--- config.mk ---
export PLATFORM = sky130hd
export DESIGN_NAME = ov5640_cfg
export DESIGN_NICKNAME = d
export VERILOG_FILES = /design/src/cam_cfg_pkg.sv /design/src/cam_cfg_rom.sv /design/src/cam_cfg_seq.sv /design/src/ov5640_cfg.sv
export SDC_FILE = /design/constraint.sdc
export NUM_CORES = 1
export LEC_CHECK = 0
export BUFFER_PORTS_ARGS = -buffer_cell sky130_fd_sc_hd__clkbuf_2
export CAP_MARGIN = 30
export CORE_ASPECT_RATIO = 0.75
export CORE_MARGIN = 2
export CORE_UTILIZATION = 58
export DETAILED_ROUTE_END_ITERATION = 16
export PLACE_DENSITY = 0.9
export SETUP_SLACK_MARGIN = 0.02
export SLEW_MARGIN = 10
export SYNTH_ARGS = -nofsm -noshare
export SYNTH_HDL_FRONTEND = slang
export SYNTH_SLANG_ARGS = --single-unit
--- constraint.sdc ---
create_clock -name sys_clk -period 4.3 [get_ports sys_clk]
set_clock_uncertainty 0.2 [all_clocks]
set_input_delay 0.86 -clock sys_clk [delete_from_list [all_inputs] [get_ports sys_clk]]
set_output_delay 0.86 -clock sys_clk [all_outputs]
set_load 0.02 [all_outputs]
--- src/cam_cfg_table.hex ---
// One 24-bit word per line, 4 hex digits register address then 2 hex digits value
// Lines in issue order, entry 0 first
300802
310302
3017ff
3018ff
303713
310801
363036
36310e
3632e2
363312
3621e0
3704a0
37035a
371578
371701
370b60
37051a
390502
390610
39010a
373112
360008
360133
302d60
362052
371b20
471c50
3a1343
3a1800
3a19f8
363513
363603
363440
362201
3c0134
3c0428
3c0598
3c0600
3c0708
3c0800
3c091c
3c0a9c
3c0b40
382046
382101
381431
381531
380000
380100
380200
380304
38040a
38053f
380607
38079b
380802
380980
380a01
380be0
380c07
380d68
380e03
380fd8
381306
361800
361229
370864
370952
370c03
3a0203
3a03d8
3a0801
3a0927
3a0a00
3a0bf6
3a0e03
3a0d04
3a1403
3a15d8
400102
400402
300000
30021c
3004ff
3006c3
300e58
302e00
430061
501f01
471303
440704
440e00
460b35
460c22
483722
382402
5000a7
5001a3
5180ff
5181f2
518200
518314
518425
518524
518609
518709
518809
518988
518a54
518bee
518cb2
518d50
518e34
518f6b
519046
5191f8
519204
519370
5194f0
5195f0
519603
519701
519804
51996c
519a04
519bc0
519c09
519d2b

--- src/cam_cfg_pkg.sv ---
package cam_cfg_pkg;

    // One table word is a 16-bit sensor register address followed by its 8-bit value
    typedef logic [15:0] cfg_addr_t;        // Sensor register address
    typedef logic [7:0]  cfg_val_t;         // Sensor register value

    // Full word as sent to the bus master, address in the upper bits
    typedef logic [$bits(cfg_addr_t)+$bits(cfg_val_t)-1:0] cfg_word_t;

    typedef logic [7:0]  cfg_index_t;       // Table position, reaches one past the end
    typedef logic [14:0] wait_cnt_t;        // Power-up settling counter

    // Table size, fixed by the contents of the hex file
    localparam cfg_index_t CFG_REG_NUM    = 8'd128;             // Entries in the table
    localparam cfg_index_t CFG_LAST_INDEX = CFG_REG_NUM - 8'd1; // Final entry position
    localparam int         CFG_ROM_AW     = $clog2(CFG_REG_NUM); // ROM word address bits

    // Settling time after reset before the first register write
    localparam wait_cnt_t  CFG_WAIT_CYCLES = 15'd30000;              // Cycles to wait
    localparam wait_cnt_t  CFG_WAIT_LAST   = CFG_WAIT_CYCLES - 15'd1; // Final wait count

    // Hex image of the table, one 6-digit word per line in issue order
    localparam CFG_TABLE_FILE = "/design/src/cam_cfg_table.hex";

    // Sequencer states
    typedef enum logic [1:0] {
        ST_WAIT,                            // Power-up settling
        ST_ISSUE,                           // Start pulse for the entry on offer
        ST_BUSY,                            // Bus master is writing the entry
        ST_DONE                             // Table finished, stays here until reset
    } cfg_state_t;

endpackage

--- src/cam_cfg_rom.sv ---
`timescale 1ns/1ps

// Configuration table of the sensor
// Words are {register address, register value}, e.g. 24'h310311 writes 0x11 to 0x3103
module cam_cfg_rom
    import cam_cfg_pkg::*;
(
    input  cfg_index_t cfg_index,           // Entry requested by the sequencer
    output cfg_word_t  cfg_data             // Word at that entry, zero past the end
);

    cfg_word_t              rom_mem [0:CFG_REG_NUM-1]; // Table contents
    logic [CFG_ROM_AW-1:0]  rom_addr;                  // Word address inside the table
    logic                   in_table;                  // Index lies within the table

    // Contents fixed at elaboration
    initial begin
        $readmemh(CFG_TABLE_FILE, rom_mem);
    end

    assign rom_addr = cfg_index[CFG_ROM_AW-1:0];       // Upper index bit only marks the end
    assign in_table = (cfg_index < CFG_REG_NUM);       // 0 .. CFG_REG_NUM-1

    // Pure lookup, no clock and no latency
    // The index reaches CFG_REG_NUM once the last entry is written,
    // and the bus then sees an all-zero word
    always_comb begin
        if (in_table) begin
            cfg_data = rom_mem[rom_addr];              // Stored word
        end else begin
            cfg_data = '0;                             // Past the end
        end
    end

endmodule

--- src/cam_cfg_seq.sv ---
`timescale 1ns/1ps

// Power-up sequencer of the register loader
// Waits the settling time, then hands the table entries one by one to the bus master
module cam_cfg_seq
    import cam_cfg_pkg::*;
(
    input  logic       sys_clk,             // System clock
    input  logic       sys_rst_n,           // Asynchronous reset, active low
    input  logic       cfg_end,             // Bus master finished the entry on offer
    output logic       cfg_start,           // One-cycle start towards the bus master
    output logic       cfg_done,            // All entries written, sticky until reset
    output cfg_index_t cfg_index            // Entry on offer, drives the table lookup
);

    cfg_state_t state;                      // Current state
    cfg_state_t state_nxt;                  // Next state
    wait_cnt_t  wait_cnt;                   // Settling counter
    logic       wait_over;                  // Final settling cycle
    logic       last_entry;                 // Entry on offer is the final one
    logic       entry_ack;                  // End pulse for an outstanding entry

    assign wait_over  = (wait_cnt == CFG_WAIT_LAST);      // Counted 0 .. CFG_WAIT_CYCLES-1
    assign last_entry = (cfg_index == CFG_LAST_INDEX);    // Table position 127
    assign entry_ack  = (state == ST_BUSY) && cfg_end;    // Only counts while an entry is out

    // Start pulse is a state decode, so it lasts exactly the one ISSUE cycle
    assign cfg_start = (state == ST_ISSUE);

    // Next-state decode
    always_comb begin
        state_nxt = state;                  // Hold by default
        case (state)
            ST_WAIT: begin
                if (wait_over) begin
                    state_nxt = ST_ISSUE;   // Settled, offer entry 0
                end
            end
            ST_ISSUE: begin
                state_nxt = ST_BUSY;        // Master needs at least a cycle to answer
            end
            ST_BUSY: begin
                if (entry_ack && last_entry) begin
                    state_nxt = ST_DONE;    // Table finished
                end else if (entry_ack) begin
                    state_nxt = ST_ISSUE;   // Next entry, start one cycle after the end
                end
            end
            ST_DONE: begin
                state_nxt = ST_DONE;        // Late end pulses have no effect
            end
            default: begin
                state_nxt = ST_WAIT;
            end
        endcase
    end

    // State register
    always_ff @(posedge sys_clk or negedge sys_rst_n) begin
        if (!sys_rst_n) begin
            state <= ST_WAIT;
        end else begin
            state <= state_nxt;
        end
    end

    // Settling counter
    // Stops at its final value; the first start then rises
    // on the CFG_WAIT_CYCLES-th rising edge after reset release
    always_ff @(posedge sys_clk or negedge sys_rst_n) begin
        if (!sys_rst_n) begin
            wait_cnt <= '0;
        end else if ((state == ST_WAIT) && !wait_over) begin
            wait_cnt <= wait_cnt + 1'b1;    // Count while settling
        end
    end

    // Entry index, held steady while the master is busy so cfg_data stays put
    always_ff @(posedge sys_clk or negedge sys_rst_n) begin
        if (!sys_rst_n) begin
            cfg_index <= '0;
        end else if (entry_ack) begin
            cfg_index <= cfg_index + 1'b1;  // Last entry steps to CFG_REG_NUM
        end
    end

    // Done flag, set on the same edge the index moves past the table
    always_ff @(posedge sys_clk or negedge sys_rst_n) begin
        if (!sys_rst_n) begin
            cfg_done <= 1'b0;
        end else if (entry_ack && last_entry) begin
            cfg_done <= 1'b1;               // Sticky until the next reset
        end
    end

endmodule

--- src/ov5640_cfg.sv ---
`timescale 1ns/1ps

// OV5640 power-up register loader
// Feeds {address, value} words to an external serial-bus master, one per start pulse
module ov5640_cfg
    import cam_cfg_pkg::*;
(
    input  logic      sys_clk,              // System clock
    input  logic      sys_rst_n,            // Asynchronous reset, active low
    input  logic      cfg_end,              // Bus master finished one register write
    output logic      cfg_start,            // Start one register write
    output cfg_word_t cfg_data,             // {register address, register value}
    output logic      cfg_done              // Whole table written
);

    cfg_index_t cfg_index;                  // Entry on offer, sequencer to table

    // Sequencing, pulse exchange and completion
    cam_cfg_seq u_seq (
        .sys_clk   (sys_clk),
        .sys_rst_n (sys_rst_n),
        .cfg_end   (cfg_end),
        .cfg_start (cfg_start),
        .cfg_done  (cfg_done),
        .cfg_index (cfg_index)
    );

    // Word lookup, valid in the same cycle as the index
    cam_cfg_rom u_rom (
        .cfg_index (cfg_index),
        .cfg_data  (cfg_data)
    );

endmodule

==> results.sh, run 1 <==
export IMPL_outcome="finished clean"
export IMPL_path_cells="nor2b_1 -> clkbuf_2"
export IMPL_core_area_sq_mm=0.002346
export IMPL_timing_critical_path_slowest_cell_delay_ps=470
export IMPL_insertion_delay_ps=320
export IMPL_worstHoldStart="u_seq.wait_cnt[13]$_DFFE_PN0P_"
export IMPL_fin_crit_ps=2267
export IMPL_grt_start_max_net_pins=27
export IMPL_antenna_diode_count=0
export IMPL_drv_slew=0
export IMPL_worstPathMaxFanout=6
export IMPL_dieHeight_um=47.42
export IMPL_drt_wl_total_um=2242
export IMPL_synthArstFlopShare_pct=100.0
export IMPL_rsz0062_at_grt="no"
export IMPL_critPathBufInv=1
export IMPL_crit_reg2reg_capture="u_seq.wait_cnt[1]$_DFFE_PN0P_"
export IMPL_hpwlAfterDp_um=1682
export IMPL_max_cap_violations=0
export IMPL_timing_max_slew_rel_slack_pct=58.00
export IMPL_post_synth_inst_count=131
export IMPL_netlist_area_leader_share_pct=44.64
export IMPL_power_ir_vdd_worst_uv=296.0
export IMPL_timing_rr_start="u_seq.wait_cnt[4]$_DFFE_PN0P_"
export IMPL_critPathRequiredTime_ps=3240
export IMPL_numPortBuffers=4
export IMPL_dr_first_iter_drc_count=12
export IMPL_detail_route_vias_per_cell=5.146
export IMPL_final_period_utilization_pct=52.73
export IMPL_critical_path_arrival_ps=1210
export IMPL_cts_reportedPaths_clkPinSlew_ps=130
export IMPL_first_global_vias=804
export IMPL_critical_path_top_delay_family="flip-flops"
export IMPL_grt_pass1_wl_um=3705
export IMPL_cts_root_buffer_cell="sky130_fd_sc_hd__clkbuf_4"
export IMPL_setup_violations=0
export IMPL_syn_area_per_cell_sq_um=11.13
export IMPL_wl_met1_um=1001
export IMPL_synth_area_leader_cell="sky130_fd_sc_hd__dfrtp_1"
export IMPL_layout_filler_cells=205
export IMPL_type_of_element_capturing_the_critical_path="primary output"
export IMPL_multi_input_area_sq_um=694.4
export IMPL_top_level_ports=29
export IMPL_final_setup_tns_ps=0
export IMPL_hold_end="u_seq.wait_cnt[13]$_DFFE_PN0P_"
export IMPL_area_growth_synth_to_final_pct=-0.4293
export IMPL_finalNetCount=143
export IMPL_final_ant_viol_nets=0
export IMPL_sinks_on_clock_net=26
export IMPL_post_synth_edffs=0
export IMPL_register_area_sq_um=650.6
export IMPL_worst_hold_path_num_cells=1
export IMPL_total_congestion_overflow=0
export IMPL_cts_repair_timing_setup_buffer_count=0
export IMPL_initial_core_util_pct=62.13
export IMPL_seq_area_frac_synth_pct=44.64
export IMPL_main_flop_type_after_synthesis="sky130_fd_sc_hd__dfrtp_1"
export IMPL_tritoncts_clock_tree="yes"
export IMPL_drcViolationCount=0
export IMPL_timing_critical_path_from_type="register"
export IMPL_crit_type="reg -> out"
export IMPL_max_clock_path_buffers=2
export IMPL_wl_per_cell_um=13.11
export IMPL_place_worst_setup_slack_ps=2237
export IMPL_antenna_violations_before_repair=0
export IMPL_cts_repair_resizes=0
export IMPL_fin_ws_ps=2033
export IMPL_worst_path_depth=2
export IMPL_ctsHoldBuffers=0
export IMPL_cellLeakagePower_uw=0.0006697
export IMPL_synth_area_top_cells="sky130_fd_sc_hd__dfrtp_1, sky130_fd_sc_hd__buf_4, sky130_fd_sc_hd__xnor2_1, sky130_fd_sc_hd__xor2_1, sky130_fd_sc_hd__nand4_1"
export IMPL_reg2reg_setup_slack_ps=2270
export IMPL_netlist_area_sq_mm=0.001458
export IMPL_synth_seq_cells=26
export IMPL_top_layer="met4"
export IMPL_first_pass_iters=4
export IMPL_count_of_final_hold_check_violations=0
export IMPL_drive_gt1_share_pct=12.41
export IMPL_gp_congestion=0.8605
export IMPL_ys_types=34
export IMPL_cts_max_level=1
export IMPL_die_w_um=61.89
export IMPL_max_slew_worst_pin_slew_ps=630.1
export IMPL_globalRouteTotalUtil_pct=18.07
export IMPL_row_count=15
export IMPL_dieArea_sq_mm=0.002934
export IMPL_clock_fmax_ghz=0.4410
export IMPL_yosysWarningCount=0
export IMPL_dr_total_vias=880
export IMPL_met3_wirelength_um=145
export IMPL_holdCritPathClass="reg -> reg"
export IMPL_power_density_cell_area_mw_per_mm2=390.2
export IMPL_cts_buffers_inserted=3
export IMPL_worst_r2r_cell_count=4
export IMPL_met2_length_um=1065
export IMPL_timing_critical_path_slowest_stage_cell="sky130_fd_sc_hd__dfrtp_1"
-- routing by layer --
metal / vias to the layer above / track usage (%)
li1: 417 / -
met5: - / 0
met2: 42 / 29.89
met1: 417 / 23.87
met4: 0 / 5.106
met3: 4 / 4.865
-- synth_stat cells (2+ instances only) --
cell	instances
sky130_fd_sc_hd__nand2_1	7
sky130_fd_sc_hd__ha_1	2
sky130_fd_sc_hd__nand4_1	8
sky130_fd_sc_hd__and2_1	3
sky130_fd_sc_hd__nor4b_2	2
sky130_fd_sc_hd__nor3_1	3
sky130_fd_sc_hd__buf_4	24
sky130_fd_sc_hd__nand3_1	7
sky130_fd_sc_hd__xor2_1	8
sky130_fd_sc_hd__xnor2_1	13
sky130_fd_sc_hd__inv_1	2
sky130_fd_sc_hd__nor2_1	3
sky130_fd_sc_hd__dfrtp_1	26
sky130_fd_sc_hd__o31ai_1	2
sky130_fd_sc_hd__and4_1	2
-- cells by family (layout without fill, tap and decap cells) --
logic type | after synthesis | count (layout) | synth area share, %
mux | 1 | 1 | 0.7725
simple gates | 49 | 49 | 24.29
flops | 26 | 26 | 44.63
compound gates | 4 | 4 | 2.060
xor+xnor | 21 | 21 | 12.62
buf+inv | 27 | 10 | 13.65
other cells | 1 | 24 | 0.2573
fa+ha+maj | 2 | 2 | 1.716
-- per-stage QoR --
step	hold slack (ps)	instance area, sq um	util [%]	total power, uW	std cells
3_5_place_dp	252.0	1415	60.32	449.6	167
2_1_floorplan	234.8	1544	-	434.2	154
6_report	273.9	1451	61.87	566.3	171
3_3_place_gp	251.1	1415	60.32	440.0	167
4_1_cts	274.4	1451	61.87	573.5	171
5_1_grt	294.9	1451	61.87	603.4	171
-- area by class of cell --
| cell class | count | area share [%] |
|---|---|---|
| flip-flops and latches | 26 | 44.83 |
| multi-input cells | 101 | 47.84 |
| repair buffers | 4 | 1.379 |
| inverters | 2 | 0.5172 |
| clock buffers | 4 | 2.500 |
| well taps | 34 | 2.931 |
-- how the worst max path moves through the flow --
stage / start / endpoint / slack [ps]
floorplan: u_seq.state[0]$_DFFE_PN0P_ / cfg_start / 2430
global placement: cfg_end / u_seq.state[1]$_DFFE_PN0P_ / 2300
detailed placement: cfg_end / u_seq.state[1]$_DFFE_PN0P_ / 2240
CTS: u_seq.state[0]$_DFFE_PN0P_ / cfg_start / 2020
global route: u_seq.state[0]$_DFFE_PN0P_ / cfg_start / 1960
finish: u_seq.state[0]$_DFFE_PN0P_ / cfg_start / 2030
-- cells in the final DEF (no fill, tap or decap) --
cell | synthesis | routed
sky130_fd_sc_hd__a211oi_1 | 1 | 1
sky130_fd_sc_hd__a21o_1 | 1 | 1
sky130_fd_sc_hd__and2_1 | 3 | 3
sky130_fd_sc_hd__and2_4 | 1 | 1
sky130_fd_sc_hd__and3b_1 | 1 | 1
sky130_fd_sc_hd__and4_1 | 2 | 2
sky130_fd_sc_hd__and4_2 | 1 | 1
sky130_fd_sc_hd__clkbuf_2 | 0 | 4
sky130_fd_sc_hd__clkbuf_4 | 0 | 3
sky130_fd_sc_hd__clkbuf_8 | 0 | 1
sky130_fd_sc_hd__conb_1 | 1 | 24
sky130_fd_sc_hd__dfrtp_1 | 26 | 26
sky130_fd_sc_hd__ha_1 | 2 | 2
sky130_fd_sc_hd__inv_1 | 2 | 2
sky130_fd_sc_hd__mux2_1 | 1 | 1
sky130_fd_sc_hd__nand2_1 | 7 | 7
sky130_fd_sc_hd__nand2_2 | 1 | 1
sky130_fd_sc_hd__nand3_1 | 7 | 7
sky130_fd_sc_hd__nand3b_1 | 1 | 1
sky130_fd_sc_hd__nand4_1 | 8 | 8
sky130_fd_sc_hd__nand4_4 | 1 | 1
sky130_fd_sc_hd__nand4bb_1 | 1 | 1
sky130_fd_sc_hd__nor2_1 | 3 | 3
sky130_fd_sc_hd__nor2_4 | 1 | 1
sky130_fd_sc_hd__nor2b_1 | 1 | 1
sky130_fd_sc_hd__nor3_1 | 3 | 3
sky130_fd_sc_hd__nor3_2 | 1 | 1
sky130_fd_sc_hd__nor3b_1 | 1 | 1
sky130_fd_sc_hd__nor4_1 | 1 | 1
sky130_fd_sc_hd__nor4b_2 | 2 | 2
sky130_fd_sc_hd__nor4bb_1 | 1 | 1
sky130_fd_sc_hd__nor4bb_4 | 1 | 1
sky130_fd_sc_hd__o31ai_1 | 2 | 2
sky130_fd_sc_hd__xnor2_1 | 13 | 13
sky130_fd_sc_hd__xor2_1 | 8 | 8
-- flip-flops by register name, indices dropped and copies added, names as in the netlist --
register,cells
u_seq.wait_cnt,15
u_seq.cfg_index,8
u_seq.cfg_done,1
u_seq.state,2
-- where the power goes --
part	internal, uW	total (uW)	switching [uW]
Clock	51.9	123	71.2
Sequential	285	337	52.3
Combinational	44.8	106	61.0
-- worst reg2reg max path, cell delays in order (launching register included) --
cell and delay (ps):
sky130_fd_sc_hd__dfrtp_1 470, sky130_fd_sc_hd__nor4bb_1 360, sky130_fd_sc_hd__nand4_1 370, sky130_fd_sc_hd__nand2_2 210, sky130_fd_sc_hd__mux2_1 320
(Power assumes the default switching activity.)
==> inputs of run 2 (changes only) <==
Settings changed: CORE_UTILIZATION 58 to 49, PLACE_DENSITY 0.9 to 0.82.
Clock period 4.3 ns to 1.8 ns, I/O delays scaled along.
==> run 2 against run 1 <==
- utilization fell by 2.7 points
- clock power increased to 3.9 times the previous value
- sequential cell count unchanged
==> results.sh, run 2 (synthesis results as in run 1) <==
export IMPL_antenna_diode_count=0
export IMPL_cts_reportedPaths_clkPinSlew_ps=100
export IMPL_gp_congestion=0.8172
export IMPL_holdCritPathClass="in -> reg"
export IMPL_numPortBuffers=4
export IMPL_globalRouteTotalUtil_pct=18.07
export IMPL_most_common_layout_cells="sky130_fd_sc_hd__conb_1, sky130_fd_sc_hd__dfrtp_1, sky130_fd_sc_hd__buf_4"
export IMPL_detail_route_vias_per_cell=5.031
export IMPL_first_global_vias=969
export IMPL_count_of_final_hold_check_violations=0
export IMPL_place_worst_setup_slack_ps=29.68
export IMPL_power_total_uw=1655
export IMPL_max_slew_worst_pin_slew_ps=643.7
export IMPL_drt_wl_total_um=2728
export IMPL_type_of_element_capturing_the_critical_path="register"
export IMPL_power_ir_vdd_worst_uv=482.4
export IMPL_dr_first_iter_drc_count=41
export IMPL_power_density_cell_area_mw_per_mm2=967.8
export IMPL_rsz0062_at_grt="yes"
export IMPL_drv_slew=0
export IMPL_insertion_delay_ps=270
export IMPL_worstHoldStart="cfg_end"
export IMPL_area_growth_synth_to_final_pct=17.34
export IMPL_cellLeakagePower_uw=0.0008113
export IMPL_total_congestion_overflow=0
export IMPL_critical_path_arrival_ps=1750
export IMPL_max_clock_path_buffers=2
export IMPL_gr_usage_met2_pct=31.33
export IMPL_crit_type="reg -> reg"
export IMPL_layout_filler_cells=247
export IMPL_final_hold_worst_slack_ps=250.5
export IMPL_timing_critical_path_from_type="register"
export IMPL_initial_core_util_pct=50.39
export IMPL_fin_cells=194
export IMPL_row_count=17
export IMPL_fin_crit_ps=1767
export IMPL_final_ant_viol_nets=0
export IMPL_final_setup_tns_ps=0
export IMPL_critPathRequiredTime_ps=1780
export IMPL_drive_gt1_share_pct=28.21
export IMPL_setup_violations=0
export IMPL_fin_ws_ps=32.55
export IMPL_dieArea_sq_mm=0.003432
export IMPL_finalNetCount=162
export IMPL_timing_rr_start="u_seq.wait_cnt[4]$_DFFE_PN0P_"
export IMPL_outcome="finished clean"
export IMPL_cts_max_level=1
export IMPL_max_flop_register="u_seq.wait_cnt"
export IMPL_worstPathMaxFanout=5
export IMPL_tritoncts_clock_tree="yes"
export IMPL_cts_root_buffer_cell="sky130_fd_sc_hd__clkbuf_8"
export IMPL_grt_pass1_wl_um=4581
export IMPL_wl_per_cell_um=14.06
export IMPL_use_met1_pct=23.58
export IMPL_drcViolationCount=0
export IMPL_dr_total_vias=976
export IMPL_timing_max_slew_rel_slack_pct=57.09
export IMPL_numPlacedInstances=186
export IMPL_grt_start_max_net_pins=27
export IMPL_first_pass_iters=4
export IMPL_antenna_violations_before_repair=0
export IMPL_final_period_utilization_pct=98.19
export IMPL_cts_buffers_inserted=3
export IMPL_dieHeight_um=51.24
export IMPL_hpwlAfterDp_um=1939
export IMPL_busiest_layer="met2"
export IMPL_die_w_um=66.98
export IMPL_clock_fmax_ghz=0.5658
export IMPL_sinks_on_clock_net=26
export IMPL_largest_register_ffs=15
export IMPL_top_flop_regs="u_seq.wait_cnt (15), u_seq.cfg_index (8), u_seq.state (2)"
export IMPL_grt_use_met3_pct=3.304
export IMPL_max_cap_violations=0
export IMPL_cp_startpoint="u_seq.wait_cnt[4]$_DFFE_PN0P_"
export IMPL_top_level_ports=29
export IMPL_core_area_sq_mm=0.002893
run 2: cell count changes in the layout (fill, tap and decap cells not counted), moves of 2 or more:
cell,change
sky130_fd_sc_hd__buf_4,+15
sky130_fd_sc_hd__buf_6,+3
sky130_fd_sc_hd__clkbuf_4,-3
sky130_fd_sc_hd__clkbuf_8,+2
sky130_fd_sc_hd__dfrtp_1,-2
sky130_fd_sc_hd__dfrtp_2,+2
sky130_fd_sc_hd__nor4b_2,-2
sky130_fd_sc_hd__nor4b_4,+2
run 2: through the flow:
step,utilization [%],cell area [sq um]
after global placement,53.37,1544
after CTS,56.75,1642
final,59.13,1710
after floorplan,-,1555
after detailed placement,53.37,1544
after global routing,59.13,1710
run 2: per-layer routing:
metal | part of all wire (%) | wire [um]
met1 | 44 | 1210
met2 | 52 | 1407
met3 | 3.2 | 87
met4 | 0.84 | 23
met5 | 0 | 0
run 2: repair_timing:
item / in CTS / in global routing
setup buffers: 0 / 3
gates resized for setup: 3 / 12
hold endpoints to repair: 26 / 0
hold buffers: 1 / 0
pin swaps: 3 / 15
endpoints found under the setup margin: 13 / 16
run 2: worst paths after layout:
kind,slack (ps),cells past startpoint,end
worst max-delay path,30,6,u_seq.wait_cnt[12]$_DFFE_PN0P_
worst min-delay path,250,3,u_seq.state[1]$_DFFE_PN0P_
worst max register to register,30,6,u_seq.wait_cnt[12]$_DFFE_PN0P_
worst min register to register,270,1,u_seq.wait_cnt[13]$_DFFE_PN0P_
max in group asynchronous,510,2,u_seq.state[1]$_DFFE_PN0P_
min in group asynchronous,430,2,u_seq.wait_cnt[5]$_DFFE_PN0P_
run 2: layout make-up:
class / count / area, sq um / area share (%)
Multi-Input combinational cell: 101 / 754.5 / 44.11
Sequential cell: 26 / 653.1 / 38.19
Timing Repair Buffer: 23 / 176.4 / 10.31
Tap cell: 38 / 47.55 / 2.780
Clock buffer: 3 / 41.29 / 2.414
Clock inverter: 1 / 30.03 / 1.756
Inverter: 2 / 7.507 / 0.4389
run 2: critical path: stages (launching register included):
cell and delay (ps):
sky130_fd_sc_hd__dfrtp_1 430, sky130_fd_sc_hd__buf_6 140, sky130_fd_sc_hd__nand4_1 180, sky130_fd_sc_hd__nor3_4 280, sky130_fd_sc_hd__buf_4 150, sky130_fd_sc_hd__nand4_1 90, sky130_fd_sc_hd__xnor2_1 200
run 2: report_power, final:
group / internal [uW] / total (uW) / switching, uW / leakage, uW
Sequential: 684 / 785 / 101 / 0.000333
Clock: 298 / 483 / 185 / 0.0000357
Combinational: 182 / 388 / 205 / 0.000442
==> inputs of run 3 (changes only) <==
Settings changed: CORE_UTILIZATION 49 to 58, PLACE_DENSITY 0.82 to 0.9.
Clock period 1.8 ns to 2.1 ns, I/O delays scaled along.
==> run 3 against run 2 <==
- first-iteration DRC count rose by 32%
- register-to-register slack improved by 150 ps
- worst setup slack improved by 150 ps
- die area fell by 14%
- final cell count fell by 11%
- critical path depth fell by 1
- hold slack got worse by 29 ps
- sequential share of layout area rose by 6.1 points
- cell area fell by 14%
- utilization rose by 3.5 points
- clock-buffer cell count rose by 1
- largest cell class unchanged
- total power fell by 30%
==> results.sh, run 3 (synthesis results as in run 1) <==
export IMPL_dieArea_sq_mm=0.002934
export IMPL_critPathRequiredTime_ps=2150
export IMPL_layout_filler_cells=185
export IMPL_timing_critical_path_slowest_cell_delay_ps=460
export IMPL_max_slew_worst_pin_slew_ps=624.1
export IMPL_holdCritPathClass="in -> reg"
export IMPL_dieHeight_um=47.42
export IMPL_timing_critical_path_from_type="register"
export IMPL_path_cells="ha_1 -> and4_1 -> and4_2 -> nor4b_2 -> xor2_1"
export IMPL_core_area_sq_mm=0.002346
export IMPL_final_area_sq_mm=0.001470
export IMPL_initial_core_util_pct=62.13
export IMPL_critical_path_arrival_ps=1970
export IMPL_crit_type="reg -> reg"
export IMPL_cts_repair_timing_setup_buffer_count=0
export IMPL_worstPathMaxFanout=7
export IMPL_area_growth_synth_to_final_pct=0.8584
export IMPL_insertion_delay_ps=320
export IMPL_drv_slew=0
export IMPL_type_of_element_capturing_the_critical_path="register"
export IMPL_drcViolationCount=0
export IMPL_count_of_final_hold_check_violations=0
export IMPL_final_ant_viol_nets=0
export IMPL_multi_input_area_sq_um=695.7
export IMPL_fin_crit_ps=1918
export IMPL_cts_max_level=1
export IMPL_largest_register_ffs=15
export IMPL_first_pass_iters=4
export IMPL_dr_first_iter_drc_count=54
export IMPL_final_period_utilization_pct=91.34
export IMPL_antenna_diode_count=0
export IMPL_total_congestion_overflow=0
export IMPL_leading_cell_type_in_the_layout_fill_and_taps_excluded="sky130_fd_sc_hd__dfrtp_1"
export IMPL_wl_per_cell_um=13.42
export IMPL_gp_congestion=0.8690
export IMPL_dr_total_vias=913
export IMPL_power_total_uw=1157
export IMPL_rsz0062_at_grt="no"
export IMPL_numPortBuffers=4
export IMPL_sinks_on_clock_net=26
export IMPL_first_global_vias=854
export IMPL_cts_buffers_inserted=3
export IMPL_register_area_sq_um=650.6
export IMPL_top_flop_regs="u_seq.wait_cnt (15), u_seq.cfg_index (8), u_seq.state (2)"
export IMPL_drt_wl_total_um=2321
export IMPL_fin_ws_ps=181.9
export IMPL_power_density_cell_area_mw_per_mm2=786.8
export IMPL_placement_cell_area_sq_mm=0.001423
export IMPL_die_w_um=61.89
export IMPL_drive_gt1_share_pct=13.67
export IMPL_power_ir_vdd_worst_uv=523.5
export IMPL_globalRouteTotalUtil_pct=18.49
export IMPL_final_setup_tns_ps=0
export IMPL_max_cap_violations=0
export IMPL_finalNetCount=145
export IMPL_top_level_ports=29
export IMPL_timing_critical_path_slowest_stage_cell="sky130_fd_sc_hd__dfrtp_1"
export IMPL_cts_reportedPaths_clkPinSlew_ps=140
export IMPL_most_common_layout_cells="sky130_fd_sc_hd__dfrtp_1, sky130_fd_sc_hd__conb_1, sky130_fd_sc_hd__xnor2_1"
export IMPL_timing_max_slew_rel_slack_pct=58.39
export IMPL_grt_start_max_net_pins=27
export IMPL_hpwlAfterDp_um=1745
export IMPL_row_count=15
export IMPL_cellLeakagePower_uw=0.0006781
export IMPL_max_flop_register="u_seq.wait_cnt"
export IMPL_setup_violations=0
export IMPL_clock_fmax_ghz=0.5214
export IMPL_detail_route_vias_per_cell=5.277
export IMPL_max_clock_path_buffers=2
export IMPL_antenna_violations_before_repair=0
export IMPL_cts_root_buffer_cell="sky130_fd_sc_hd__clkbuf_4"
export IMPL_grt_pass1_wl_um=3829
export IMPL_tritoncts_clock_tree="yes"
export IMPL_outcome="finished clean"
export IMPL_place_worst_setup_slack_ps=172.1
[run 3: repair_timing]
action,in CTS,in global routing
hold buffers,1,0
setup endpoints to repair,0,2
resized for setup,0,1
hold endpoints to repair,26,0
[run 3: critical path, delay by kind of cell (launching register included)]
| kind | cells | cell delay [ps] |
|---|---|---|
| adder cells (fa/ha/maj) | 1 | 240 |
| flip-flops | 1 | 460 |
| XOR/XNOR | 1 | 160 |
| AND/OR/NAND/NOR | 3 | 800 |
[run 3: path summary, 6_finish.rpt]
check                                               startpoint  slack (ps)  depth (start not counted)                             end
worst max-delay path             u_seq.wait_cnt[0]$_DFFE_PN0P_         180                          5  u_seq.wait_cnt[11]$_DFFE_PN0P_
worst min-delay path                                   cfg_end         220                          3      u_seq.state[1]$_DFFE_PN0P_
worst max register to register   u_seq.wait_cnt[0]$_DFFE_PN0P_         180                          5  u_seq.wait_cnt[11]$_DFFE_PN0P_
worst min register to register  u_seq.wait_cnt[13]$_DFFE_PN0P_         280                          1  u_seq.wait_cnt[13]$_DFFE_PN0P_
max in group asynchronous                            sys_rst_n         870                          2  u_seq.cfg_index[3]$_DFFE_PN0P_
min in group asynchronous                            sys_rst_n         420                          2   u_seq.wait_cnt[4]$_DFFE_PN0P_
[run 3: metal layers]
layer	GRT usage, %	wire length, um
met1	23.12	995
met2	30.32	1126
met4	10.21	41
met5	0	0
met3	4.054	157
[run 3: final cells by class]
type	instances	area share, %
clock buffer	4	2.468
inverter	2	0.5106
multi-input combinational	101	47.32
timing repair buffer	6	2.553
sequential	26	44.26
tap	34	2.894
[run 3: metrics by stage]
stage / hold slack (ps) / cells / utilization (%)
CTS: 213.8 / 173 / 62.61
detailed placement: 262.3 / 168 / 60.64
global route: 226.0 / 173 / 62.67
finish: 221.7 / 173 / 62.67
global placement: 249.3 / 168 / 60.64
floorplan: -75.59 / 154 / -
[run 3: power by group]
part | switching [uW] | leakage [uW] | internal [uW]
Sequential | 107 | 0.000334 | 584
Clock | 145 | 0.0000210 | 106
Combinational | 124 | 0.000323 | 91.2
